`src/rtl/cachePkg.sv`:
```
package cachePkg;

	// ------------------------------------------------------------
	// geometry
	// ------------------------------------------------------------
	localparam int addrWidth = 32;
	localparam int wordWidth = 32;
	localparam int lineWidth = 256;
	localparam int wordsPerLine = lineWidth / wordWidth;
	localparam int offsetBits = $clog2(lineWidth / 8); // byte offset in a line
	localparam int wordSelBits = $clog2(wordsPerLine);

	typedef logic [wordWidth-1:0] word_t;
	typedef logic [wordsPerLine-1:0][wordWidth-1:0] line_t; // word 0 in low bits
	typedef logic [addrWidth-1:0] addr_t;
	typedef logic way_t;

	// ------------------------------------------------------------
	// encodings
	// ------------------------------------------------------------
	typedef enum logic [1:0] {
		opNone       = 2'd0,
		opRead       = 2'd1,
		opWrite      = 2'd2,
		opInvalidate = 2'd3
	} cacheOp_t;

	typedef enum logic [2:0] {
		stIdle,
		stLookup,
		stWriteBack,
		stWaitWrite,
		stFill,
		stWaitFill,
		stDone
	} ctrlState_t;

endpackage

```
`src/rtl/wayLookupIf.sv`:
```
`timescale 1ns/100ps

interface wayLookupIf import cachePkg::*; #(
	parameter int indexBits = 4
) ();
	localparam int tagWidth = addrWidth - indexBits - offsetBits;

	// request side, shared by both stores
	logic [indexBits-1:0] index;
	logic [tagWidth-1:0] lookupTag;
	way_t accessWay;
	logic [wordSelBits-1:0] wordSel;

	// tag store answers
	logic hitValid;
	way_t hitWay;
	way_t victimWay;
	logic victimDirty; // line in accessWay is valid and dirty
	logic [tagWidth-1:0] victimTag;

	// update strobes, all act on accessWay
	logic fillLine;
	logic markDirty;
	logic touch;
	logic clearDirty;
	logic clearValid;

	// data path
	logic writeWord;
	word_t storeWord;
	line_t fillData;
	word_t loadWord;
	line_t victimLine;

	modport controller (
		output index, lookupTag, accessWay, wordSel,
		output fillLine, markDirty, touch, clearDirty, clearValid,
		output writeWord, storeWord, fillData,
		input hitValid, hitWay, victimWay, victimDirty, victimTag,
		input loadWord, victimLine
	);

	modport tags (
		input index, lookupTag, accessWay,
		input fillLine, markDirty, touch, clearDirty, clearValid,
		output hitValid, hitWay, victimWay, victimDirty, victimTag
	);

	modport data (
		input index, accessWay, wordSel, writeWord, storeWord, fillData, fillLine,
		output loadWord, victimLine
	);

endinterface

```
`src/rtl/cacheController.sv`:
```
`timescale 1ns/100ps

module cacheController import cachePkg::*; #(
	parameter int indexBits = 4
) (
	input logic clk,
	input logic reset,
	input cacheOp_t op,
	input addr_t addr,
	input word_t writeData,
	output logic done,
	output logic hit,
	output word_t readData,
	output logic memReadReq,
	output addr_t memReadAddr,
	input logic memReadValid,
	input line_t memReadLine,
	output logic memWriteReq,
	output addr_t memWriteAddr,
	output line_t memWriteLine,
	input logic memWriteDone,
	wayLookupIf.controller lookup
);
	localparam int tagWidth = addrWidth - indexBits - offsetBits;

	ctrlState_t state;
	logic memUsed; // sticky, any memory traffic in this op
	logic [tagWidth-1:0] reqTag;
	logic [indexBits-1:0] reqIndex;
	logic isInval;

	assign reqTag = addr[addrWidth-1 -: tagWidth];
	assign reqIndex = addr[offsetBits +: indexBits];
	assign isInval = (op == opInvalidate);

	assign lookup.index = reqIndex;
	assign lookup.lookupTag = reqTag;
	assign lookup.wordSel = addr[offsetBits-1 -: wordSelBits];
	assign lookup.accessWay = lookup.hitValid ? lookup.hitWay : lookup.victimWay;
	assign lookup.storeWord = writeData;
	assign lookup.fillData = memReadLine;

	assign done = (state == stDone);
	assign hit = ~memUsed;

	// ------------------------------------------------------------
	// store strobes
	// ------------------------------------------------------------
	always_comb begin
		lookup.fillLine = 1'b0;
		lookup.markDirty = 1'b0;
		lookup.touch = 1'b0;
		lookup.clearDirty = 1'b0;
		lookup.clearValid = 1'b0;
		lookup.writeWord = 1'b0;
		case (state)
			stLookup: if (lookup.hitValid) begin
				if (isInval) begin
					lookup.clearValid = ~lookup.victimDirty; // dirty goes out first
				end else begin
					lookup.touch = 1'b1;
					lookup.writeWord = (op == opWrite);
					lookup.markDirty = (op == opWrite);
				end
			end
			stWaitWrite: if (memWriteDone) begin
				lookup.clearDirty = 1'b1;
				lookup.clearValid = isInval;
			end
			stWaitFill: lookup.fillLine = memReadValid;
			default: ;
		endcase
	end

	// ------------------------------------------------------------
	// FSM
	// ------------------------------------------------------------
	always_ff @(posedge clk) begin
		if (reset) begin
			state <= stIdle;
			memUsed <= 1'b0;
			memReadReq <= 1'b0;
			memWriteReq <= 1'b0;
		end else begin
			memReadReq <= 1'b0;
			memWriteReq <= 1'b0;
			case (state)
				stIdle: begin
					memUsed <= 1'b0;
					if (op != opNone) state <= stLookup;
				end
				stLookup: begin
					if (lookup.hitValid && !(isInval && lookup.victimDirty)) begin
						state <= stDone;
					end else if (!lookup.hitValid && isInval) begin
						state <= stDone; // nothing to drop
					end else if (lookup.victimDirty) begin
						state <= stWriteBack;
					end else begin
						state <= stFill;
					end
				end
				stWriteBack: begin
					memWriteReq <= 1'b1;
					memUsed <= 1'b1;
					state <= stWaitWrite;
				end
				stWaitWrite: if (memWriteDone) state <= isInval ? stDone : stFill;
				stFill: begin
					memReadReq <= 1'b1;
					memUsed <= 1'b1;
					state <= stWaitFill;
				end
				stWaitFill: if (memReadValid) state <= stLookup; // retry, hits now
				default: state <= stIdle; // stDone
			endcase
		end
	end

	// payload, held until the answer comes back
	always_ff @(posedge clk) begin
		if (state == stLookup && lookup.hitValid) readData <= lookup.loadWord;
		if (state == stWriteBack) begin
			memWriteAddr <= {lookup.victimTag, reqIndex, {offsetBits{1'b0}}};
			memWriteLine <= lookup.victimLine;
		end
		if (state == stFill) memReadAddr <= {reqTag, reqIndex, {offsetBits{1'b0}}};
	end

endmodule

```
`src/flat_wrapper.sv`:
```
// flat-port wrapper written by rule: the top's interface ports become plain ports
module cacheController_flat import cachePkg::*;
#(
	parameter int indexBits = 4
)
  (clk, reset, op, addr, writeData, done, hit, readData, memReadReq, memReadAddr, memReadValid, memReadLine, memWriteReq, memWriteAddr, memWriteLine, memWriteDone, lookup_index, lookup_lookupTag, lookup_accessWay, lookup_wordSel, lookup_fillLine, lookup_markDirty, lookup_touch, lookup_clearDirty, lookup_clearValid, lookup_writeWord, lookup_storeWord, lookup_fillData, lookup_hitValid, lookup_hitWay, lookup_victimWay, lookup_victimDirty, lookup_victimTag, lookup_loadWord, lookup_victimLine);
  wayLookupIf #(.indexBits(indexBits)) lookup_i ();
  input logic clk;
  input logic reset;
  input cacheOp_t op;
  input addr_t addr;
  input word_t writeData;
  output logic done;
  output logic hit;
  output word_t readData;
  output logic memReadReq;
  output addr_t memReadAddr;
  input logic memReadValid;
  input line_t memReadLine;
  output logic memWriteReq;
  output addr_t memWriteAddr;
  output line_t memWriteLine;
  input logic memWriteDone;
  output wire logic [$bits(lookup_i.index)-1:0] lookup_index;
  output wire logic [$bits(lookup_i.lookupTag)-1:0] lookup_lookupTag;
  output wire logic [$bits(lookup_i.accessWay)-1:0] lookup_accessWay;
  output wire logic [$bits(lookup_i.wordSel)-1:0] lookup_wordSel;
  output wire logic [$bits(lookup_i.fillLine)-1:0] lookup_fillLine;
  output wire logic [$bits(lookup_i.markDirty)-1:0] lookup_markDirty;
  output wire logic [$bits(lookup_i.touch)-1:0] lookup_touch;
  output wire logic [$bits(lookup_i.clearDirty)-1:0] lookup_clearDirty;
  output wire logic [$bits(lookup_i.clearValid)-1:0] lookup_clearValid;
  output wire logic [$bits(lookup_i.writeWord)-1:0] lookup_writeWord;
  output wire logic [$bits(lookup_i.storeWord)-1:0] lookup_storeWord;
  output wire logic [$bits(lookup_i.fillData)-1:0] lookup_fillData;
  input wire logic [$bits(lookup_i.hitValid)-1:0] lookup_hitValid;
  input wire logic [$bits(lookup_i.hitWay)-1:0] lookup_hitWay;
  input wire logic [$bits(lookup_i.victimWay)-1:0] lookup_victimWay;
  input wire logic [$bits(lookup_i.victimDirty)-1:0] lookup_victimDirty;
  input wire logic [$bits(lookup_i.victimTag)-1:0] lookup_victimTag;
  input wire logic [$bits(lookup_i.loadWord)-1:0] lookup_loadWord;
  input wire logic [$bits(lookup_i.victimLine)-1:0] lookup_victimLine;
  assign lookup_index = lookup_i.index;
  assign lookup_lookupTag = lookup_i.lookupTag;
  assign lookup_accessWay = lookup_i.accessWay;
  assign lookup_wordSel = lookup_i.wordSel;
  assign lookup_fillLine = lookup_i.fillLine;
  assign lookup_markDirty = lookup_i.markDirty;
  assign lookup_touch = lookup_i.touch;
  assign lookup_clearDirty = lookup_i.clearDirty;
  assign lookup_clearValid = lookup_i.clearValid;
  assign lookup_writeWord = lookup_i.writeWord;
  assign lookup_storeWord = lookup_i.storeWord;
  assign lookup_fillData = lookup_i.fillData;
  assign lookup_i.hitValid = lookup_hitValid;
  assign lookup_i.hitWay = lookup_hitWay;
  assign lookup_i.victimWay = lookup_victimWay;
  assign lookup_i.victimDirty = lookup_victimDirty;
  assign lookup_i.victimTag = lookup_victimTag;
  assign lookup_i.loadWord = lookup_loadWord;
  assign lookup_i.victimLine = lookup_victimLine;
  cacheController #(.indexBits(indexBits)) u_core (.clk(clk), .reset(reset), .op(op), .addr(addr), .writeData(writeData), .done(done), .hit(hit), .readData(readData), .memReadReq(memReadReq), .memReadAddr(memReadAddr), .memReadValid(memReadValid), .memReadLine(memReadLine), .memWriteReq(memWriteReq), .memWriteAddr(memWriteAddr), .memWriteLine(memWriteLine), .memWriteDone(memWriteDone), .lookup(lookup_i));
endmodule
```
`config.mk`:
```
export PLATFORM = sky130hd
export DESIGN_NAME = cacheController_flat
export DESIGN_NICKNAME = d
export VERILOG_FILES = /design/src/rtl/cachePkg.sv /design/src/rtl/wayLookupIf.sv /design/src/rtl/cacheController.sv /design/src/flat_wrapper.sv
export SDC_FILE = /design/constraint.sdc
export NUM_CORES = 1
export LEC_CHECK = 0
export BUFFER_PORTS_ARGS = -buffer_cell sky130_fd_sc_hd__clkbuf_2
export CAP_MARGIN = 0
export CELL_PAD_IN_SITES_DETAIL_PLACEMENT = 0
export CELL_PAD_IN_SITES_GLOBAL_PLACEMENT = 1
export CORE_AREA = 2 2 519 521
export DETAILED_ROUTE_END_ITERATION = 8
export DIE_AREA = 0 0 521 523
export PLACE_DENSITY = 0.37
export RECOVER_POWER = 100
export SKIP_LAST_GASP = 1
export SLEW_MARGIN = 20
export SYNTH_ARGS = -nofsm -noshare
export SYNTH_HDL_FRONTEND = slang
export SYNTH_SLANG_ARGS = --single-unit
export TNS_END_PERCENT = 30
```
`constraint.sdc`:
```
create_clock -name clk -period 13.57 [get_ports clk]
set_clock_uncertainty 0.05 [all_clocks]
set_input_delay 2.0355 -clock clk [delete_from_list [all_inputs] [get_ports clk]]
set_output_delay 2.0355 -clock clk [all_outputs]
set_load 0.005 [all_outputs]
```
== Word level (Yosys, flattened, before mapping) ==
Index checks and enable logic that the tools add are counted.
Word-level totals
  register bits after elaboration: 348
  bits of input ports: 641
  output and inout port bits: 681
  logic and storage cells: 64
Operators by class
  equal/unequal tests: 11
  multiplexer cells: 25
  bitwise logic cells: 2
  reduce and logical (&&, ||, !) cells: 11
Operators with widths (number)
  3-bit 2-to-1 mux: 6
  3-bit one-hot mux with 6 select lines: 1
  1-bit 2-to-1 mux: 15
  3-bit equality test, second input constant: 3
  3-bit by 2-bit equality test with 1-bit output, second input constant: 2
  2-bit equality test, second input constant: 2
  1-bit logical AND: 4
  2-bit != test, second input constant: 2
  1-bit one-hot mux with 2 select lines: 2
  2-bit nonzero test: 2
  3-bit by 1-bit equality test with 1-bit output, second input constant: 1
  3-bit logical NOT: 1
  3-bit AND reduction: 1
  1-bit logical NOT: 2
  2-bit 2-to-1 mux: 1
  2-bit by 1-bit != test with 1-bit output, second input constant: 1
  1-bit inverter: 2
  2-bit OR reduction: 1

== Longest topological paths before layout ==
  depth after elaboration: 6
  depth in mapped cells: 5
  depth with buffers taken out: 3

== Worst setup path after synthesis ==
No wires, ideal clock.
  path type: flip-flop to flip-flop
  start: reg u_core.state[1]
  end: reg u_core.memWriteAddr[10] (enable)
  setup time: 0.932 ns
  arrival: 12.374 ns
  required time: 12.588 ns
  path slack: 0.214 ns
  cell stages (with the launch flop): 4
  clock period less this slack: 13.356 ns
  cell sequence: dfxtp_1 buf_2 nand2b_1 nor2_1
On the way
  cells in the longest elaborated chain, start to end: 1
RTL lines
  start: declaration: line cacheController.sv:26  | ctrlState_t state;
  start signal: assignment: line cacheController.sv:80  | state <= stIdle;
  start signal: assignment: line cacheController.sv:90  | if (op != opNone) state <= stLookup;
  start signal: assignment: line cacheController.sv:94  | state <= stDone;
  3-bit by 2-bit equality test with 1-bit output: line cacheController.sv:123  | if (state == stWriteBack) begin
  end signal: assignment: line cacheController.sv:124  | memWriteAddr <= {lookup.victimTag, reqIndex, {offsetBits{1'b0}}};
  end: declaration: line cacheController.sv:19  | output addr_t memWriteAddr,
No other way between the ends.
A chain may end at the register's enable or synchronous reset.

== Worst setup path after layout ==
  start: reg u_core.state[1]
  end: reg u_core.memWriteLine[62] (netlist bit) (enable)
On the way
  cells in the longest elaborated chain, start to end: 1
RTL lines
  3-bit by 2-bit equality test with 1-bit output: line cacheController.sv:123
  end signal: assignment: line cacheController.sv:125  | memWriteLine <= lookup.victimLine;
  end: declaration: line cacheController.sv:20  | output line_t memWriteLine,
No other way between the ends.

==> summary.txt <==
Status
  • Run status: finished, violations left
  • Violated checks: max-capacitance violations, max-slew violations

Power and ir drop
  • Comb power frac: approximately 11%
  • Sequential power share: between 40% and 50%
  • Internal Power: 2.062 mW
  • Peak supply drop: roughly 90 uV
  • Net Sw Frac: 28.46%
  • Power share of the clock group: 42.2%
  • PD cells: 145.4 nW/um2
  • Total Power: a little under 3 mW
  • Switch Pwr: 0.8204 mW
  • Static Leak: just under 6 nW

GRT
  • Antenna violations before repair: between 100 and 150
  • Total grt overflow: 0
  • First-pass GRT wire length: around 130000 um
  • Vias in the first global route: 8335
  • Largest net degree at the start of global routing: 69
  • GR Util All Layers: under 10%

Final layout
  • Share of cells above drive strength 1: a little over a third
  • Utilization after layout: under 10%
  • Finished Layout Cells: roughly 4.8k
  • Area growth, synth to finish: 50.80%
  • Final net count: between 1.5k and 2k

Floorplanning
  • Die area: between 200000 and 300000 um2
  • Horiz. Die Dim: between 500 and 600 um
  • Starting Density: under 10%
  • Rows: 190
  • Die Ht: about 520 um
  • Ports: 1322
  • Core box area: approximately 270000 um2

Timing
  • Tcrit/Tclk final: approximately three fifths
  • RSZ-0062 raised after global routing: false
  • Fmax: around 0.12 GHz
  • Max-slew headroom: -176.5%
  • Max Slew Vio Count: 236
  • Slew @ Worst Pin: a little over 4 ns
  • Min Tclk post-route: 8.233 ns
  • Hold Fails Final Rpt: 0
  • Final hold slack: 0.4649 ns
  • Final TNS setup: 0 ns
  • Final setup fails: 0

Synthesis
  • Ys async rst share: 0%
  • Post-synth top cells: 342 x edfxtp_1, 329 x buf_4, 6 x dfxtp_1
  • Synth top area share: 78.15%
  • Sequential fraction of the synthesis area: between 70% and 80%
  • Ranking of synthesized cells by area: edfxtp_1 78%, buf_4 19%, dfxtp_1 0.91%
  • Yosys warns: 0
  • Most frequent cell after synthesis: edfxtp_1
  • Number of flops mapped to enable cells by yosys: ~340
  • FF+latch count, synth: ~350
  • Mapped Area: 13140 um2
  • Synth area leader: edfxtp_1
  • Mean post-synth cell area: 18.18 um2
  • Post-synthesis cell type count: 29
  • Dominant synthesized flop cell: edfxtp_1
  • Synth Instances: 723

Critical path
  • Crit path DAT: around 8.4 ns
  • Req. time, crit path: between 10 and 15 ns
  • Max incr delay on CP: around 2.8 ns
  • CP Capture Type: flop
  • Crit Path Category: flop to flop
  • Startpoint types: flop
  • Worst path cell trace: nand2b_1 -> nor2_4 -> clkbuf_1 -> clkbuf_1 -> buf_4 -> buf_4
  • CP max FO: 65
  • Slowest cell on crit path: clkbuf_1
  • Reg2Reg Depth: 6

Route
  • Avg WL per Cell: 23.82 um
  • Drt via density: between 1.5 and 2
  • ANT nets after route: 0
  • Drt total wl: about 110000 um
  • Residual DRC: 0
  • Vias: 8377
  • Drt first-iter violations: about 400
  • First-pass iteration count of the detailed router: 5

Clock tree
  • TritonCTS clock tree: done
  • Worst-Skew Late Latency: roughly 0.65 ns
  • Num CTS Buffers: 46
  • Clock slew at reported path FFs: 0.06 ns
  • Post-CTS setup buffers: 0
  • Clock sink total: 348
  • Resized cells post-CTS: 0
  • Post-CTS Hold Buffers: 0
  • CTS max path bufs: 3
  • Root buf cell: clkbuf_16
  • H-tree levels: 2

Place
  • Placed cell count: roughly 4.7k
  • Final GP Congestion: 0.7653
  • HPWL after detailed placement: 101900 um
  • PortBufs: a little over 700

Hold path
  • Hold path cells: 2
  • Hold WC Path Type: flop to flop

Run
  • Max-cap check violation count: 5
-- metal layers --
| metal | vias to the layer above | GRT usage, % | wire length [um] |
|---|---|---|---|
| met1 | 3698 | 7.180 | 35390 |
| met4 | 2 | 3.499 | 6238 |
| met5 | - | 0 | 12 |
| met2 | 1051 | 13.14 | 51870 |
| met3 | 436 | 5.945 | 20310 |
| li1 | 3190 | - | - |
-- metrics by stage --
| step | worst slack [ns] | area, um2 |
|---|---|---|
| after global routing | 4.375 | 19810 |
| after CTS | 8.483 | 20300 |
| after global placement | 8.440 | 18840 |
| after floorplan | 0.2142 | 13180 |
| final | 5.337 | 19820 |
| after detailed placement | 8.484 | 18840 |
-- final timing paths --
check	startpoint	end	slack [ns]
worst min-delay path	u_core.memUsed	u_core.memUsed	0.46
worst min register to register	u_core.memUsed	u_core.memUsed	0.46
worst max register to register	u_core.state[1]	u_core.memWriteLine[62]	5.34
worst max-delay path	u_core.state[1]	u_core.memWriteLine[62]	5.34
-- state kept, by name (all words and copies together) (netlist names) --
name	cells
u_core.state	3
u_core.memWriteLine	256
u_core.memReadAddr	27
u_core.memWriteAddr	27
u_core.memUsed	1
u_core.readData	32
u_core.memReadReq	1
u_core.memWriteReq	1
-- cell type report --
type,count,area (um2)
clock buffers,48,1159
multi-input cells,48,289.0
repair buffers,734,3198
fillers,31200,247200
inverters,4,15.01
clock inverters,35,300.3
well taps,3552,4444
flip-flops and latches,348,10390
diodes,9,22.52
-- worst max-delay path, delay by kind of cell, from the launching register on --
kind	cells	cell delay, ns
flip-flops	1	0.60
AND/OR/NAND/NOR	2	0.30
buffers and inverters	4	6.73
-- cell families after synthesis --
family | after synthesis | share of synthesized area [%]
DFF | 348 | 79.06
buffers and inverters | 336 | 19.02
and+or+nand+nor | 24 | 1.105
AOI/OAI and AO/OA | 13 | 0.6951
muxes | 1 | 0.08568
other | 1 | 0.02854
-- placed cells by master (no fill, tap or decap), types with 2 or more instances in the layout --
master        n
clkbuf_1    386
clkbuf_2    348
edfxtp_1    342
clkbuf_16    46
clkinv_2     12
conb_1       10
diode_2       9
clkinv_1      6
dfxtp_1       6
inv_6         5
clkinvlp_4    5
nand2b_1      4
inv_1         4
nor3_1        4
nor2_1        4
a21oi_1       3
clkinv_4      3
nand2_1       2
a31oi_1       2
o21ai_0       2
bufinv_16     2
buf_4         2
-- power by group through the flow --
stage / registers [mW] / logic (mW) / clock network, mW
4_1_cts: 1.34 / 0.358 / 1.29
5_1_grt: 1.36 / 0.353 / 1.32
3_3_place_gp: 1.36 / 0.359 / 0
6_report: 1.35 / 0.319 / 1.22
2_1_floorplan: 1.41 / 0.136 / 0
3_5_place_dp: 1.36 / 0.358 / 0
(Power assumes the default switching activity.)
