**config.mk**
```make
export PLATFORM = sky130hd
export DESIGN_NAME = tagStore_flat
export DESIGN_NICKNAME = d
export VERILOG_FILES = /design/src/rtl/cachePkg.sv /design/src/rtl/wayLookupIf.sv /design/src/rtl/tagStore.sv /design/src/flat_wrapper.sv
export SDC_FILE = /design/constraint.sdc
export NUM_CORES = 1
export LEC_CHECK = 0
export BUFFER_PORTS_ARGS = -buffer_cell sky130_fd_sc_hd__buf_2
export CAP_MARGIN = 20
export CORE_MARGIN = 2
export CORE_UTILIZATION = 55
export CTS_BUF_LIST = sky130_fd_sc_hd__clkbuf_8 sky130_fd_sc_hd__clkbuf_16
export CTS_CLUSTER_DIAMETER = 50
export CTS_CLUSTER_SIZE = 25
export DETAILED_ROUTE_END_ITERATION = 8
export PLACE_DENSITY_LB_ADDON = 0.08
export SLEW_MARGIN = 20
export SYNTH_ARGS = -nofsm -noshare
export SYNTH_HDL_FRONTEND = slang
export SYNTH_SLANG_ARGS = --single-unit
```
**constraint.sdc**
```tcl
create_clock -name clk -period 5.45 [get_ports clk]
set_clock_uncertainty 0.15 [all_clocks]
set_input_delay 0.2725 -clock clk [delete_from_list [all_inputs] [get_ports clk]]
set_output_delay 0.2725 -clock clk [all_outputs]
set_load 0.01 [all_outputs]
```
**src/rtl/cachePkg.sv**
```systemverilog
package cachePkg;

	// ------------------------------------------------------------
	// geometry
	// ------------------------------------------------------------
	localparam int addrWidth = 32;
	localparam int wordWidth = 32;
	localparam int lineWidth = 256;
	localparam int wordsPerLine = lineWidth / wordWidth;
	localparam int offsetBits = $clog2(lineWidth / 8); // byte offset in a line
	localparam int wordSelBits = $clog2(wordsPerLine);

	typedef logic [wordWidth-1:0] word_t;
	typedef logic [wordsPerLine-1:0][wordWidth-1:0] line_t; // word 0 in low bits
	typedef logic [addrWidth-1:0] addr_t;
	typedef logic way_t;

	// ------------------------------------------------------------
	// encodings
	// ------------------------------------------------------------
	typedef enum logic [1:0] {
		opNone       = 2'd0,
		opRead       = 2'd1,
		opWrite      = 2'd2,
		opInvalidate = 2'd3
	} cacheOp_t;

	typedef enum logic [2:0] {
		stIdle,
		stLookup,
		stWriteBack,
		stWaitWrite,
		stFill,
		stWaitFill,
		stDone
	} ctrlState_t;

endpackage

```
**src/rtl/wayLookupIf.sv**
```systemverilog
`timescale 1ns/100ps

interface wayLookupIf import cachePkg::*; #(
	parameter int indexBits = 4
) ();
	localparam int tagWidth = addrWidth - indexBits - offsetBits;

	// request side, shared by both stores
	logic [indexBits-1:0] index;
	logic [tagWidth-1:0] lookupTag;
	way_t accessWay;
	logic [wordSelBits-1:0] wordSel;

	// tag store answers
	logic hitValid;
	way_t hitWay;
	way_t victimWay;
	logic victimDirty; // line in accessWay is valid and dirty
	logic [tagWidth-1:0] victimTag;

	// update strobes, all act on accessWay
	logic fillLine;
	logic markDirty;
	logic touch;
	logic clearDirty;
	logic clearValid;

	// data path
	logic writeWord;
	word_t storeWord;
	line_t fillData;
	word_t loadWord;
	line_t victimLine;

	modport controller (
		output index, lookupTag, accessWay, wordSel,
		output fillLine, markDirty, touch, clearDirty, clearValid,
		output writeWord, storeWord, fillData,
		input hitValid, hitWay, victimWay, victimDirty, victimTag,
		input loadWord, victimLine
	);

	modport tags (
		input index, lookupTag, accessWay,
		input fillLine, markDirty, touch, clearDirty, clearValid,
		output hitValid, hitWay, victimWay, victimDirty, victimTag
	);

	modport data (
		input index, accessWay, wordSel, writeWord, storeWord, fillData, fillLine,
		output loadWord, victimLine
	);

endinterface

```
**src/rtl/tagStore.sv**
```systemverilog
`timescale 1ns/100ps

module tagStore import cachePkg::*; #(
	parameter int indexBits = 4
) (
	input logic clk,
	input logic reset,
	wayLookupIf.tags lookup
);
	localparam int tagWidth = addrWidth - indexBits - offsetBits;
	localparam int numSets = 1 << indexBits;

	logic [tagWidth-1:0] tagMem [2][numSets];
	logic [1:0] validMem [numSets];
	logic [1:0] dirtyMem [numSets];
	way_t lruMem [numSets]; // least recently used way
	logic [indexBits-1:0] clearIdx;
	logic [indexBits-1:0] idx;
	logic [1:0] wayHit;
	way_t way;

	assign idx = lookup.index;
	assign way = lookup.accessWay;

	// ------------------------------------------------------------
	// lookup, purely combinational
	// ------------------------------------------------------------
	always_comb begin
		for (int w = 0; w < 2; w++) begin
			wayHit[w] = validMem[idx][w] && (tagMem[w][idx] == lookup.lookupTag);
		end
	end

	assign lookup.hitValid = |wayHit;
	assign lookup.hitWay = way_t'(wayHit[1]);

	// empty way first, else the older one
	always_comb begin
		if (!validMem[idx][0]) begin
			lookup.victimWay = 1'b0;
		end else if (!validMem[idx][1]) begin
			lookup.victimWay = 1'b1;
		end else begin
			lookup.victimWay = lruMem[idx];
		end
	end

	assign lookup.victimDirty = validMem[idx][way] & dirtyMem[idx][way];
	assign lookup.victimTag = tagMem[way][idx];

	// ------------------------------------------------------------
	// updates
	// ------------------------------------------------------------
	always_ff @(posedge clk) begin
		if (reset) begin
			validMem[clearIdx] <= 2'b00; // walks one set per cycle
			clearIdx <= clearIdx + 1'b1;
		end else begin
			if (lookup.fillLine) begin
				tagMem[way][idx] <= lookup.lookupTag;
				validMem[idx][way] <= 1'b1;
				dirtyMem[idx][way] <= 1'b0;
			end
			if (lookup.markDirty) begin
				dirtyMem[idx][way] <= 1'b1;
			end
			if (lookup.clearDirty) begin
				dirtyMem[idx][way] <= 1'b0;
			end
			if (lookup.clearValid) begin
				validMem[idx][way] <= 1'b0;
			end
			if (lookup.fillLine || lookup.touch) begin
				lruMem[idx] <= ~way; // other way is now older
			end
		end
	end

endmodule

```
**src/flat_wrapper.sv**
```systemverilog
// flat-port wrapper written by rule: the top's interface ports become plain ports
module tagStore_flat import cachePkg::*;
#(
	parameter int indexBits = 4
)
  (clk, reset, lookup_index, lookup_lookupTag, lookup_accessWay, lookup_fillLine, lookup_markDirty, lookup_touch, lookup_clearDirty, lookup_clearValid, lookup_hitValid, lookup_hitWay, lookup_victimWay, lookup_victimDirty, lookup_victimTag);
  wayLookupIf #(.indexBits(indexBits)) lookup_i ();
  input logic clk;
  input logic reset;
  input wire logic [$bits(lookup_i.index)-1:0] lookup_index;
  input wire logic [$bits(lookup_i.lookupTag)-1:0] lookup_lookupTag;
  input wire logic [$bits(lookup_i.accessWay)-1:0] lookup_accessWay;
  input wire logic [$bits(lookup_i.fillLine)-1:0] lookup_fillLine;
  input wire logic [$bits(lookup_i.markDirty)-1:0] lookup_markDirty;
  input wire logic [$bits(lookup_i.touch)-1:0] lookup_touch;
  input wire logic [$bits(lookup_i.clearDirty)-1:0] lookup_clearDirty;
  input wire logic [$bits(lookup_i.clearValid)-1:0] lookup_clearValid;
  output wire logic [$bits(lookup_i.hitValid)-1:0] lookup_hitValid;
  output wire logic [$bits(lookup_i.hitWay)-1:0] lookup_hitWay;
  output wire logic [$bits(lookup_i.victimWay)-1:0] lookup_victimWay;
  output wire logic [$bits(lookup_i.victimDirty)-1:0] lookup_victimDirty;
  output wire logic [$bits(lookup_i.victimTag)-1:0] lookup_victimTag;
  assign lookup_i.index = lookup_index;
  assign lookup_i.lookupTag = lookup_lookupTag;
  assign lookup_i.accessWay = lookup_accessWay;
  assign lookup_i.fillLine = lookup_fillLine;
  assign lookup_i.markDirty = lookup_markDirty;
  assign lookup_i.touch = lookup_touch;
  assign lookup_i.clearDirty = lookup_clearDirty;
  assign lookup_i.clearValid = lookup_clearValid;
  assign lookup_hitValid = lookup_i.hitValid;
  assign lookup_hitWay = lookup_i.hitWay;
  assign lookup_victimWay = lookup_i.victimWay;
  assign lookup_victimDirty = lookup_i.victimDirty;
  assign lookup_victimTag = lookup_i.victimTag;
  tagStore #(.indexBits(indexBits)) u_core (.clk(clk), .reset(reset), .lookup(lookup_i));
endmodule
```
# Yosys cells after proc, flatten, opt, wreduce, memory -nomap -nowiden
# Memory sizes are Yosys's and may differ from the RTL's.
# Cells that the tools add are included.
# W data, S select, Z words.
# op_classes
add_sub_neg	1
magnitude_cmp	4
eq_ne	2
muxes	46
bitwise	9
n_reduce_logical	7
# op_table
operator	n
$mux W368	1
$bmux W23 S4	3
$mux W23	7
$demux W23 S4	1
$eq A23 B23 Y1	2
$mux W1	26
$mux W2	6
$or A1 B1 Y1	6
$ge A5 B5 Y1 const B	1
$lt A5 B1 Y1 const B	1
$not A4 Y5	1
$add A4 B1 Y4 const B	1
$logic_and A1 B1 Y1	4
$mux W4	1
$reduce_or A2 Y1	2
$lt A1 B2 Y1 const B	1
$and A1 B1 Y1	1
$demux W1 S1	1
$ge A1 B1 Y1 const B	1
$logic_or A1 B1 Y1	1
$not A1 Y1	1
# totals
register_bits	4
ramBits	816
input_bits	35
out_inout_bits	27
word_cells	74
mem_count	4
# memory_table
name	depth	word_bits	read_ports	rd_ports_with_merged_regs	wr	line	text
u_core.tagMem	2	368	3	0	1	tagStore.sv:13	logic [tagWidth-1:0] tagMem [2][numSets];
u_core.dirtyMem	16	2	1	0	1	tagStore.sv:15	logic [1:0] dirtyMem [numSets];
u_core.validMem	16	2	1	0	1	tagStore.sv:14	logic [1:0] validMem [numSets];
u_core.lruMem	16	1	1	0	1	tagStore.sv:16	way_t lruMem [numSets];

# Longest topological paths before layout
# Gate-level depths: netlist of run 1.
# logic_depth
ltp_word	8
ltp_mapped	11
depth_no_buf	7

# Least setup slack after synthesis of run 1
# OpenSTA, ideal clock, no wires.
# synth_timing
path_kind	input-to-reg
startpoint	in lookup_index[3]
endpoint	mem u_core.tagMem[0][299] in the netlist's numbering, enable pin
setup_time_ns	0.403
t_arrival_ns	2.379
required_ns	4.897
setup_slack_ns	2.519
cell_stages	7
n_path_buf	4
cell_sequence	buf_2 -> buf_4 -> buf_2 -> buf_2 -> nor2_1 -> nand2_1 -> nor2_1
# synth_between
elab_chain_len	6
elab_cells_between_ends	7
classes_between	2 x order compare; 3 x mux; 1 x bitwise; 1 x reduce/logical
# synth_rtl
element	line	text
start: declaration	flat_wrapper.sv:10	input wire logic [$bits(lookup_i.index)-1:0] lookup_index;
$not A4 Y5 (not written as such) (*)	tagStore.sv:60	tagMem[way][idx] <= lookup.lookupTag;
$ge A5 B5 Y1 (not written as such) or $lt A5 B1 Y1 (tied branches)	tagStore.sv:60	
$logic_and A1 B1 Y1 (not written as such)	tagStore.sv:60	
$mux W23 (not written as such)	tagStore.sv:60	
$demux W23 S4 (*)	tagStore.sv:60	
$mux W368 (not written as such) (*)	tagStore.sv:60	
end: declaration	tagStore.sv:13	
# Every way passes the cells marked *; elsewhere a longest branch is shown, timed or not.

# Final worst setup path of run 1
# layout_timing
startpoint	in lookup_index[1]
endpoint	out lookup_hitValid
# layout_between
elab_chain_len	7
elab_cells_between_ends	13
classes_between	2 x eq/ne; 6 x mux; 1 x bitwise; 3 x reduce/logical; 1 x memory
# layout_rtl
element	line	text
$not A4 Y5 (not written as such)	tagStore.sv:30	wayHit[w] = validMem[idx][w] && (tagMem[w][idx] == lookup.lookupTag);
$bmux W23 S4	tagStore.sv:30	
$mux W23 (not written as such) (2 in series)	tagStore.sv:30	
$eq A23 B23 Y1	tagStore.sv:30	
$logic_and A1 B1 Y1	tagStore.sv:30	
$reduce_or A2 Y1 (*)	tagStore.sv:34	assign lookup.hitValid = |wayHit;
end: declaration	flat_wrapper.sv:18	output wire logic [$bits(lookup_i.hitValid)-1:0] lookup_hitValid;
# Every way passes the cells marked *; elsewhere a longest branch is shown, timed or not. The select of a mux whose other input is x is not followed.

==> flow_metrics.env, run 1 <==
export IMPL_outcome="finished, final reports clean"
export IMPL_synth_top_cell_area_share_pct=73.3
export IMPL_drtIter0Drc=2181
export IMPL_drive_gt1_share_pct=25.8
export IMPL_antenna_left=0
export IMPL_cts_buffers_inserted=72
export IMPL_final_max_slew_viol_count=0
export IMPL_synth_seq_cells=820
export IMPL_hpwl_mm=52.1
export IMPL_antenna_found_initial=0
export IMPL_die_w_um=251
export IMPL_cp_start_kind="input port"
export IMPL_post_route_period_util_pct=83.1
export IMPL_yosys_warnings=0
export IMPL_finalSetupTns_ns=0
export IMPL_gp_congestion=0.825
export IMPL_seq_area_frac_synth_pct=73.3
export IMPL_ctsResizeCount=0
export IMPL_initial_core_util_pct=55.6
export IMPL_insertion_delay_ns=0.62
export IMPL_synth_cell_types=62
export IMPL_tightestPinTransition_ns=1.08
export IMPL_cts_sinks=820
export IMPL_syn_to_final_growth_pct=12.2
export IMPL_syn_area_mm2=0.0336
export IMPL_grt_pass1_vias=18000
export IMPL_rrSetupSlack_ns=3.52
export IMPL_r2r_end="u_core.validMem[3][0]"
export IMPL_rr_startpoint="u_core.clearIdx[1]"
export IMPL_path_cells="buf_8 -> mux4_2 -> mux2i_1 -> xnor2_1 -> a2111oi_0 -> a31o_2 -> o2111ai_1 -> o22ai_1 -> buf_2"
export IMPL_die_area_mm2=0.0631
export IMPL_cts_root_buffer="clkbuf_16"
export IMPL_ios=62
export IMPL_synth_top_flop_cell="edfxtp_1"
export IMPL_ctsHoldBuffers=4
export IMPL_hp_class="input port to flop"
export IMPL_htree_levels=3
export IMPL_async_flop_share_pct=0
export IMPL_vias=18300
export IMPL_end_kind="output pin"
export IMPL_drt_wl_total_mm=88.3
export IMPL_core_area_mm2=0.0604
export IMPL_synth_largest_area_cell="edfxtp_1"
export IMPL_num_nets_final=1980
export IMPL_clk_pin_slew_worst_paths_ns=0.09
export IMPL_syn_inst=1830
export IMPL_wl_per_cell_um=31.7
export IMPL_finalHoldViolations=0
export IMPL_maxCapViolations=0
export IMPL_fillCellCount=4317
export IMPL_setup_viol=0
export IMPL_period_needed_ns=4.53
export IMPL_power_leakage_nw=12.2
export IMPL_tritoncts="yes"
export IMPL_powerDensity_mw_per_mm2=353
export IMPL_grt_pass1_wl_mm=127
export IMPL_cts_buffer_depth=3
export IMPL_cp_slowest_cell="a2111oi_0"
export IMPL_cp_startpoint="lookup_index[1]"
export IMPL_crit_end="lookup_hitValid"
export IMPL_critPathRequiredTime_ns=5.03
export IMPL_port_buffers=61
export IMPL_grt_max_degree=79
export IMPL_vdd_drop_max_mv=0.288
export IMPL_ff2ff_path_depth=2
export IMPL_path_class="input port to output pin"
export IMPL_max_stage_delay_ns=0.71
export IMPL_viasPerCell=6.58
export IMPL_grt_usage_pct=28.4
export IMPL_synth_avg_cell_area_um2=18.4
export IMPL_crit_fanout=78
export IMPL_die_h_um=251
export IMPL_dr_pass1_iters=6
export IMPL_fmax_mhz=221
export IMPL_worst_slew_margin_rel_pct=27.7
export IMPL_power_mw=13.3
export IMPL_rsz0062_at_grt="no"
export IMPL_syn_nets=1866
export IMPL_synth_edf_count=820
export IMPL_synthTopCellsByArea="edfxtp_1, mux4_2, mux2i_1"
export IMPL_grt_overflow_total=0
export IMPL_rows=90
export IMPL_drc=0
export IMPL_postCtsSetupRepairBufs=0
export IMPL_crit_arrival_ns=4.11
## worst max-delay path: cells and delay by family
family / cells / cell delay [ns]
AOI/OAI and AO/OA: 4 / 1.62
muxes: 2 / 1.16
buffers and inverters: 2 / 0.83
xor gates and xnor gates: 1 / 0.12
## routing by layer
metal | global-route usage, % | share of wire [%] | vias up | wire [um]
met5 | 0 | 0 | - | 0
met4 | 9.00 | 2.8 | 0 | 2470
met1 | 41.5 | 42 | 9679 | 36900
li1 | - | - | 7630 | -
met2 | 45.1 | 48 | 855 | 42100
met3 | 3.92 | 7.7 | 157 | 6810
## cell usage after synthesis (3+ instances only)
master	number
or3_1	16
mux2_2	51
a31oi_1	6
nor2_1	155
nand3_1	22
buf_1	12
a22oi_1	24
inv_1	10
edfxtp_1	820
o31ai_1	6
a22o_1	3
o22ai_1	31
a21o_1	3
a221oi_1	12
nor2b_1	10
nand4_1	6
a21oi_1	18
o21a_1	3
xnor2_1	26
nor4_1	6
and2_1	3
a211oi_1	3
xor2_1	17
buf_2	38
clkbuf_1	27
mux4_2	152
nand2b_1	8
nor3_1	18
o41ai_1	4
or2_2	5
and3_1	3
nand2_1	82
o21ai_0	43
buf_6	5
mux2i_1	119
buf_4	19
a2111oi_0	4
nand4b_1	3
o2111ai_1	4
o211ai_1	5
## kinds of logic (layout without fill, tap and decap cells)
| kind of cell | after synthesis | in the layout | synth area share (%) |
|---|---|---|---|
| buf+inv | 113 | 286 | 1.73 |
| mux | 322 | 322 | 15.5 |
| compound gates | 184 | 184 | 3.72 |
| flops | 820 | 820 | 73.3 |
| xor+xnor | 43 | 43 | 1.12 |
| other cells | 0 | 1 | 0 |
| fa+ha+maj | 1 | 1 | 0.0373 |
| simple gates | 347 | 347 | 4.62 |
## power by group
| part | switching, mW | total (mW) | internal, mW |
|---|---|---|---|
| sequential | 0.0145 | 7.00 | 6.99 |
| clock | 2.59 | 5.38 | 2.79 |
| combinational | 0.607 | 0.923 | 0.316 |
| total | 3.21 | 13.3 | 10.1 |
## worst min path at each step
stage / startpoint / endpoint / slack (ns) / depth (start not counted)
2_1_floorplan: lookup_lookupTag[0] / u_core.tagMem[0][0] / 0.22 / 0
3_3_place_gp: u_core.clearIdx[3] / u_core.clearIdx[3] / 0.44 / 1
3_5_place_dp: u_core.clearIdx[3] / u_core.clearIdx[3] / 0.48 / 1
4_1_cts: lookup_lookupTag[12] / u_core.tagMem[1][35] / 0.02 / 1
5_1_grt: lookup_lookupTag[6] / u_core.tagMem[1][167] / 0.07 / 2
6_report: lookup_lookupTag[12] / u_core.tagMem[1][242] / 0.03 / 1
## final cells by class
class	instances	area, um^2	share of cell area [%]
Tap cell	782	978	2.60
Timing Repair Buffer	141	997	2.65
Clock inverter	61	719	1.91
Clock buffer	72	1800	4.78
Antenna cell	1	2.50	0.00664
Sequential cell	820	24600	65.4
Multi-Input combinational cell	897	8500	22.6
Inverter	12	45.0	0.120
## layout by cell type (no fill, tap or decap), types with 8 or more instances in the layout
| master | synthesis | layout |
|---|---|---|
| a221oi_1 | 12 | 12 |
| o22ai_1 | 31 | 31 |
| nor2_1 | 155 | 123 |
| a22oi_1 | 24 | 24 |
| mux4_2 | 152 | 152 |
| or3_1 | 16 | 16 |
| nand2b_1 | 8 | 8 |
| buf_2 | 38 | 57 |
| nand3_1 | 22 | 22 |
| inv_6 | 0 | 11 |
| a21oi_1 | 18 | 17 |
| clkinv_8 | 0 | 9 |
| xor2_1 | 17 | 17 |
| inv_8 | 0 | 14 |
| mux2_2 | 51 | 51 |
| nand2_1 | 82 | 82 |
| nor2b_1 | 10 | 8 |
| xnor2_1 | 26 | 26 |
| o21ai_0 | 43 | 43 |
| mux2i_1 | 119 | 119 |
| buf_4 | 19 | 72 |
| inv_1 | 10 | 14 |
| nor3_1 | 18 | 18 |
| edfxtp_1 | 820 | 820 |
| nor2_2 | 1 | 33 |
| clkbuf_16 | 0 | 72 |
## flip-flops by register name, summed over array words and instances, names as in the netlist
signal / cells
u_core.lruMem: 16
u_core.clearIdx: 4
u_core.tagMem: 736
u_core.validMem: 32
u_core.dirtyMem: 32
## stage by stage
step                      hold slack (ns)  instance area [um^2]  util [%]  setup WS, ns  cells
after floorplan                     0.221                 33600         -          2.52   1830
after global placement              0.438                 35100      58.1          1.07   2647
after detailed placement            0.483                 35100      58.1          1.11   2647
after CTS                          0.0207                 37600      62.3          1.09   2784
after global routing               0.0678                 37700      62.4         0.871   2785
final                              0.0313                 37700      62.4         0.922   2786
Power figures use the tool's default switching activity.
==> run 2: changes to the inputs <==
==> constraint.sdc (replaced) <==
create_clock -name clk -period 4.7 [get_ports clk]
set_clock_uncertainty 0.15 [all_clocks]
set_input_delay 0.235 -clock clk [delete_from_list [all_inputs] [get_ports clk]]
set_output_delay 0.235 -clock clk [all_outputs]
set_load 0.01 [all_outputs]
==> run 2 against run 1 <==
Against the previous run: flip-flop and latch count unchanged; wire length rose by 1.6%; combinational power up 18%; critical path type unchanged; critical endpoint unchanged; largest power group unchanged.
==> flow_metrics.env, run 2 (synthesis gave the netlist of run 1 again) <==
export IMPL_postLayoutCellArea_mm2=0.0378
export IMPL_multi_input_area_mm2=0.00850
export IMPL_end_kind="output pin"
export IMPL_setup_viol=0
export IMPL_clk_pin_slew_worst_paths_ns=0.07
export IMPL_hpwl_mm=53.3
export IMPL_ios=62
export IMPL_layout_cells_non_filler=2791
export IMPL_hp_class="input port to flop"
export IMPL_fmax_mhz=236
export IMPL_die_area_mm2=0.0631
export IMPL_grt_overflow_total=0
export IMPL_wl_per_cell_um=32.1
export IMPL_crit_arrival_ns=3.85
export IMPL_drt_wl_total_mm=89.7
export IMPL_dr_pass1_iters=5
export IMPL_port_buffers=61
export IMPL_power_mw=15.7
export IMPL_fillCellCount=4272
export IMPL_final_max_slew_viol_count=0
export IMPL_period_needed_ns=4.24
export IMPL_die_w_um=251
export IMPL_largest_reg_flops=736
export IMPL_largest_registers="u_core.tagMem: 736 flops, u_core.dirtyMem: 32 flops, u_core.validMem: 32 flops"
export IMPL_postCtsSetupRepairBufs=0
export IMPL_worst_slew_margin_rel_pct=16.8
export IMPL_gp_congestion=0.866
export IMPL_place_ws_ns=0.622
export IMPL_vias=18400
export IMPL_antenna_left=0
export IMPL_cts_root_buffer="clkbuf_16"
export IMPL_finalHoldViolations=0
export IMPL_powerDensity_mw_per_mm2=415
export IMPL_tritoncts="yes"
export IMPL_place_area_mm2=0.0351
export IMPL_drive_gt1_share_pct=25.9
export IMPL_register_area_mm2=0.0246
export IMPL_insertion_delay_ns=0.60
export IMPL_crit_fanout=55
export IMPL_cts_sinks=820
export IMPL_grt_max_degree=76
export IMPL_cts_buffer_depth=3
export IMPL_grt_usage_pct=28.8
export IMPL_tightestPinTransition_ns=1.23
export IMPL_grt_pass1_vias=18100
export IMPL_path_class="input port to output pin"
export IMPL_fin_util_pct=62.7
export IMPL_core_area_mm2=0.0604
export IMPL_setup_slack_ns=0.461
export IMPL_drc=0
export IMPL_rows=90
export IMPL_htree_levels=3
export IMPL_finalSetupTns_ns=0
export IMPL_num_nets_final=1986
export IMPL_regMostFlops="u_core.tagMem"
export IMPL_initial_core_util_pct=55.6
export IMPL_cts_buffers_inserted=73
export IMPL_timing_hold_ws_ns=0.0391
export IMPL_die_h_um=251
export IMPL_grt_pass1_wl_mm=128
export IMPL_cp_start_kind="input port"
export IMPL_antenna_found_initial=1
export IMPL_outcome="finished, final reports clean"
export IMPL_power_leakage_nw=12.3
export IMPL_critPathRequiredTime_ns=4.32
export IMPL_drtIter0Drc=2324
export IMPL_dp_cells=2651
export IMPL_final_common_cell="edfxtp_1"
export IMPL_rsz0062_at_grt="no"
export IMPL_num_antenna_cells=0
export IMPL_syn_to_final_growth_pct=12.7
export IMPL_mostFrequentLayoutCells="edfxtp_1, mux4_2, nor2_1"
export IMPL_post_route_period_util_pct=90.2
export IMPL_maxCapViolations=0
export IMPL_viasPerCell=6.60
export IMPL_vdd_drop_max_mv=0.387
[run 2: cell types whose count changed in the layout (fill, tap and decap cells not counted), sizes merged]
cell,delta
inv,-5
bufinv,+6
clkbuf,+3
clkinvlp,-2
clkinv,-1
diode,-1
buf,+4
dlygate4sd3,+1
[run 2: critical path, cell delays in order]
cell and delay, ns:
buf_8 0.41, buf_4 0.49, mux4_2 0.38, mux2i_1 0.52, xnor2_1 0.11, a2111oi_0 0.55
a31o_2 0.19, o2111ai_1 0.16, o22ai_1 0.49, buf_2 0.23
[run 2: repair_timing]
item	in CTS	in global routing
gates resized for setup	0	0
hold buffers	5	1
hold endpoints to repair	61	32
[run 2: cell type report]
| cell class | count | share of cell area (%) |
|---|---|---|
| flip-flops and latches | 820 | 65.1 |
| multi-input cells | 897 | 22.5 |
| clock buffers | 75 | 4.96 |
| repair buffers | 146 | 2.84 |
| well taps | 782 | 2.59 |
| clock inverters | 59 | 1.94 |
| inverters | 12 | 0.119 |
[run 2: final timing paths]
check,start,endpoint,cells after the start,slack (ns)
worst max register to register,u_core.clearIdx[0],u_core.validMem[1][0],4,2.84
worst min-delay path,lookup_lookupTag[1],u_core.tagMem[0][208],1,0.04
worst max-delay path,lookup_index[3],lookup_hitValid,10,0.46
worst min register to register,u_core.clearIdx[3],u_core.clearIdx[3],1,0.47
[run 2: layer usage]
metal	vias up	global-route usage, %	wire, um
li1	7642	-	-
met1	9617	42.0	36600
met2	992	45.5	42500
met3	174	4.48	7510
met4	2	9.37	3070
met5	-	0	14
[run 2: power breakdown]
group	switching (mW)	internal [mW]	total, mW
Combinational	0.716	0.374	1.09
Clock	2.89	3.59	6.48
Sequential	0.0168	8.10	8.12
Total	3.62	12.1	15.7
==> run 3: changes to the inputs <==
--- a/config.mk
+++ b/config.mk
@@ -13,7 +13,7 @@
 export CTS_CLUSTER_DIAMETER = 50
 export CTS_CLUSTER_SIZE = 25
 export DETAILED_ROUTE_END_ITERATION = 8
-export PLACE_DENSITY_LB_ADDON = 0.08
+export PLACE_DENSITY = 0.75
 export SLEW_MARGIN = 20
 export SYNTH_ARGS = -nofsm -noshare
 export SYNTH_HDL_FRONTEND = slang
==> run 3 against run 2 <==
Against the previous run: die area unchanged; power down 3.8%; largest cell class unchanged; cell count down 0.14%; non-clock buffer count up 2; sequential power about the same; flip-flop and latch count unchanged; sequential share of layout area up 0.47 points; critical path depth up 1; fmax down 1.4%; core utilization down 0.45 points; clock-buffer cell count down 5; clock power down 8.6%.
==> flow_metrics.env, run 3 (synthesis gave the netlist of run 1 again) <==
export IMPL_gp_congestion=0.878
export IMPL_postLayoutCellArea_mm2=0.0376
export IMPL_ios=62
export IMPL_die_w_um=251
export IMPL_initial_core_util_pct=55.6
export IMPL_cts_buffer_depth=3
export IMPL_cts_root_buffer="clkbuf_16"
export IMPL_end_kind="output pin"
export IMPL_grt_pass1_vias=18400
export IMPL_p_sw_share_pct=23.7
export IMPL_rows=90
export IMPL_largest_registers="u_core.tagMem: 736 flops, u_core.dirtyMem: 32 flops, u_core.validMem: 32 flops"
export IMPL_p_seq_share_pct=53.8
export IMPL_place_area_mm2=0.0351
export IMPL_drc=0
export IMPL_die_area_mm2=0.0631
export IMPL_clk_pin_slew_worst_paths_ns=0.06
export IMPL_viasPerCell=6.70
export IMPL_largest_reg_flops=736
export IMPL_syn_to_final_growth_pct=11.8
export IMPL_drtIter0Drc=2576
export IMPL_period_needed_ns=4.30
export IMPL_cp_start_kind="input port"
export IMPL_hpwl_mm=50.4
export IMPL_setup_slack_ns=0.402
export IMPL_layout_cells_non_filler=2787
export IMPL_finalSetupTns_ns=0
export IMPL_antenna_found_initial=3
export IMPL_fillCellCount=4121
export IMPL_power_mw=15.1
export IMPL_crit_arrival_ns=3.91
export IMPL_insertion_delay_ns=0.62
export IMPL_combinationalPowerShare_pct=7.0
export IMPL_critPathRequiredTime_ns=4.32
export IMPL_num_nets_final=1985
export IMPL_port_buffers=61
export IMPL_antenna_left=0
export IMPL_finalHoldViolations=0
export IMPL_die_h_um=251
export IMPL_drt_wl_total_mm=86.5
export IMPL_postCtsSetupRepairBufs=0
export IMPL_place_ws_ns=0.525
export IMPL_timing_hold_ws_ns=0.0360
export IMPL_dr_pass1_iters=6
export IMPL_tightestPinTransition_ns=1.07
export IMPL_p_sw_mw=3.58
export IMPL_grt_pass1_wl_mm=125
export IMPL_maxCapViolations=0
export IMPL_tritoncts="yes"
export IMPL_crit_fanout=66
export IMPL_htree_levels=3
export IMPL_grt_overflow_total=0
export IMPL_post_route_period_util_pct=91.5
export IMPL_final_max_slew_viol_count=0
export IMPL_setup_viol=0
export IMPL_cts_sinks=820
export IMPL_grt_max_degree=67
export IMPL_rsz0062_at_grt="no"
export IMPL_p_clk_share_pct=39.2
export IMPL_power_leakage_nw=12.1
export IMPL_ctsResizeCount=0
export IMPL_regMostFlops="u_core.tagMem"
export IMPL_fin_util_pct=62.2
export IMPL_worst_slew_margin_rel_pct=28.3
export IMPL_dp_cells=2649
export IMPL_outcome="finished, final reports clean"
export IMPL_grt_usage_pct=27.8
export IMPL_powerDensity_mw_per_mm2=402
export IMPL_path_class="input port to output pin"
export IMPL_mostFrequentLayoutCells="edfxtp_1, mux4_2, nor2_1"
export IMPL_fmax_mhz=233
export IMPL_vdd_drop_max_mv=0.349
export IMPL_core_area_mm2=0.0604
export IMPL_internal_power_mw=11.5
export IMPL_final_common_cell="edfxtp_1"
export IMPL_wl_per_cell_um=31.0
export IMPL_vias=18700
export IMPL_cts_buffers_inserted=70
export IMPL_drive_gt1_share_pct=25.4
export IMPL_hp_class="input port to flop"
==> run 3: critical path, cell delays in order <==
cell and delay, ns:
buf_8 0.54, buf_4 0.32, mux4_2 0.54, mux2i_1 0.14
mux2i_1 0.12, xor2_1 0.18, a2111oi_0 0.74, buf_4 0.22
o2111ai_1 0.14, o22ai_1 0.40, buf_2 0.22
==> run 3: power by group through the flow <==
stage                     Sequential (mW)  Clock, mW  Combinational [mW]
after global routing                 8.12       6.24                1.12
after global placement               8.28          0                1.01
after CTS                            8.12       5.98                1.04
final                                8.12       5.92                1.06
after detailed placement             8.28          0                1.03
after floorplan                      8.28          0               0.612
==> run 3: final timing paths <==
check	from	end	slack (ns)	cells after the start
setup / recovery	lookup_index[1]	lookup_hitValid	0.40	11
setup reg to reg	u_core.clearIdx[1]	u_core.validMem[7][0]	2.86	2
hold / removal	lookup_lookupTag[16]	u_core.tagMem[0][246]	0.04	1
hold reg to reg	u_core.clearIdx[3]	u_core.clearIdx[3]	0.47	1
==> run 3: final cells by class <==
class | instances | area, um^2 | area share [%]
flip-flops and latches | 820 | 24600 | 65.6
multi-input cells | 897 | 8500 | 22.6
clock buffers | 70 | 1750 | 4.66
repair buffers | 148 | 1050 | 2.79
well taps | 782 | 978 | 2.60
clock inverters | 57 | 614 | 1.64
inverters | 12 | 45.0 | 0.120
diodes | 1 | 2.50 | 0.00666
==> run 3: per-layer routing <==
layer  vias to the layer above  track usage (%)  wire (um)
met4                         2             10.9       3430
met1                      9583             38.2      32400
met3                       216             7.14      10100
li1                       7632                -          -
met2                      1246             43.1      40600
met5                         -                0         13
==> run 3: timing repair <==
item,CTS,global route
hold endpoints to repair,138,0
hold buffers,10,0
endpoints found under the setup margin,0,0
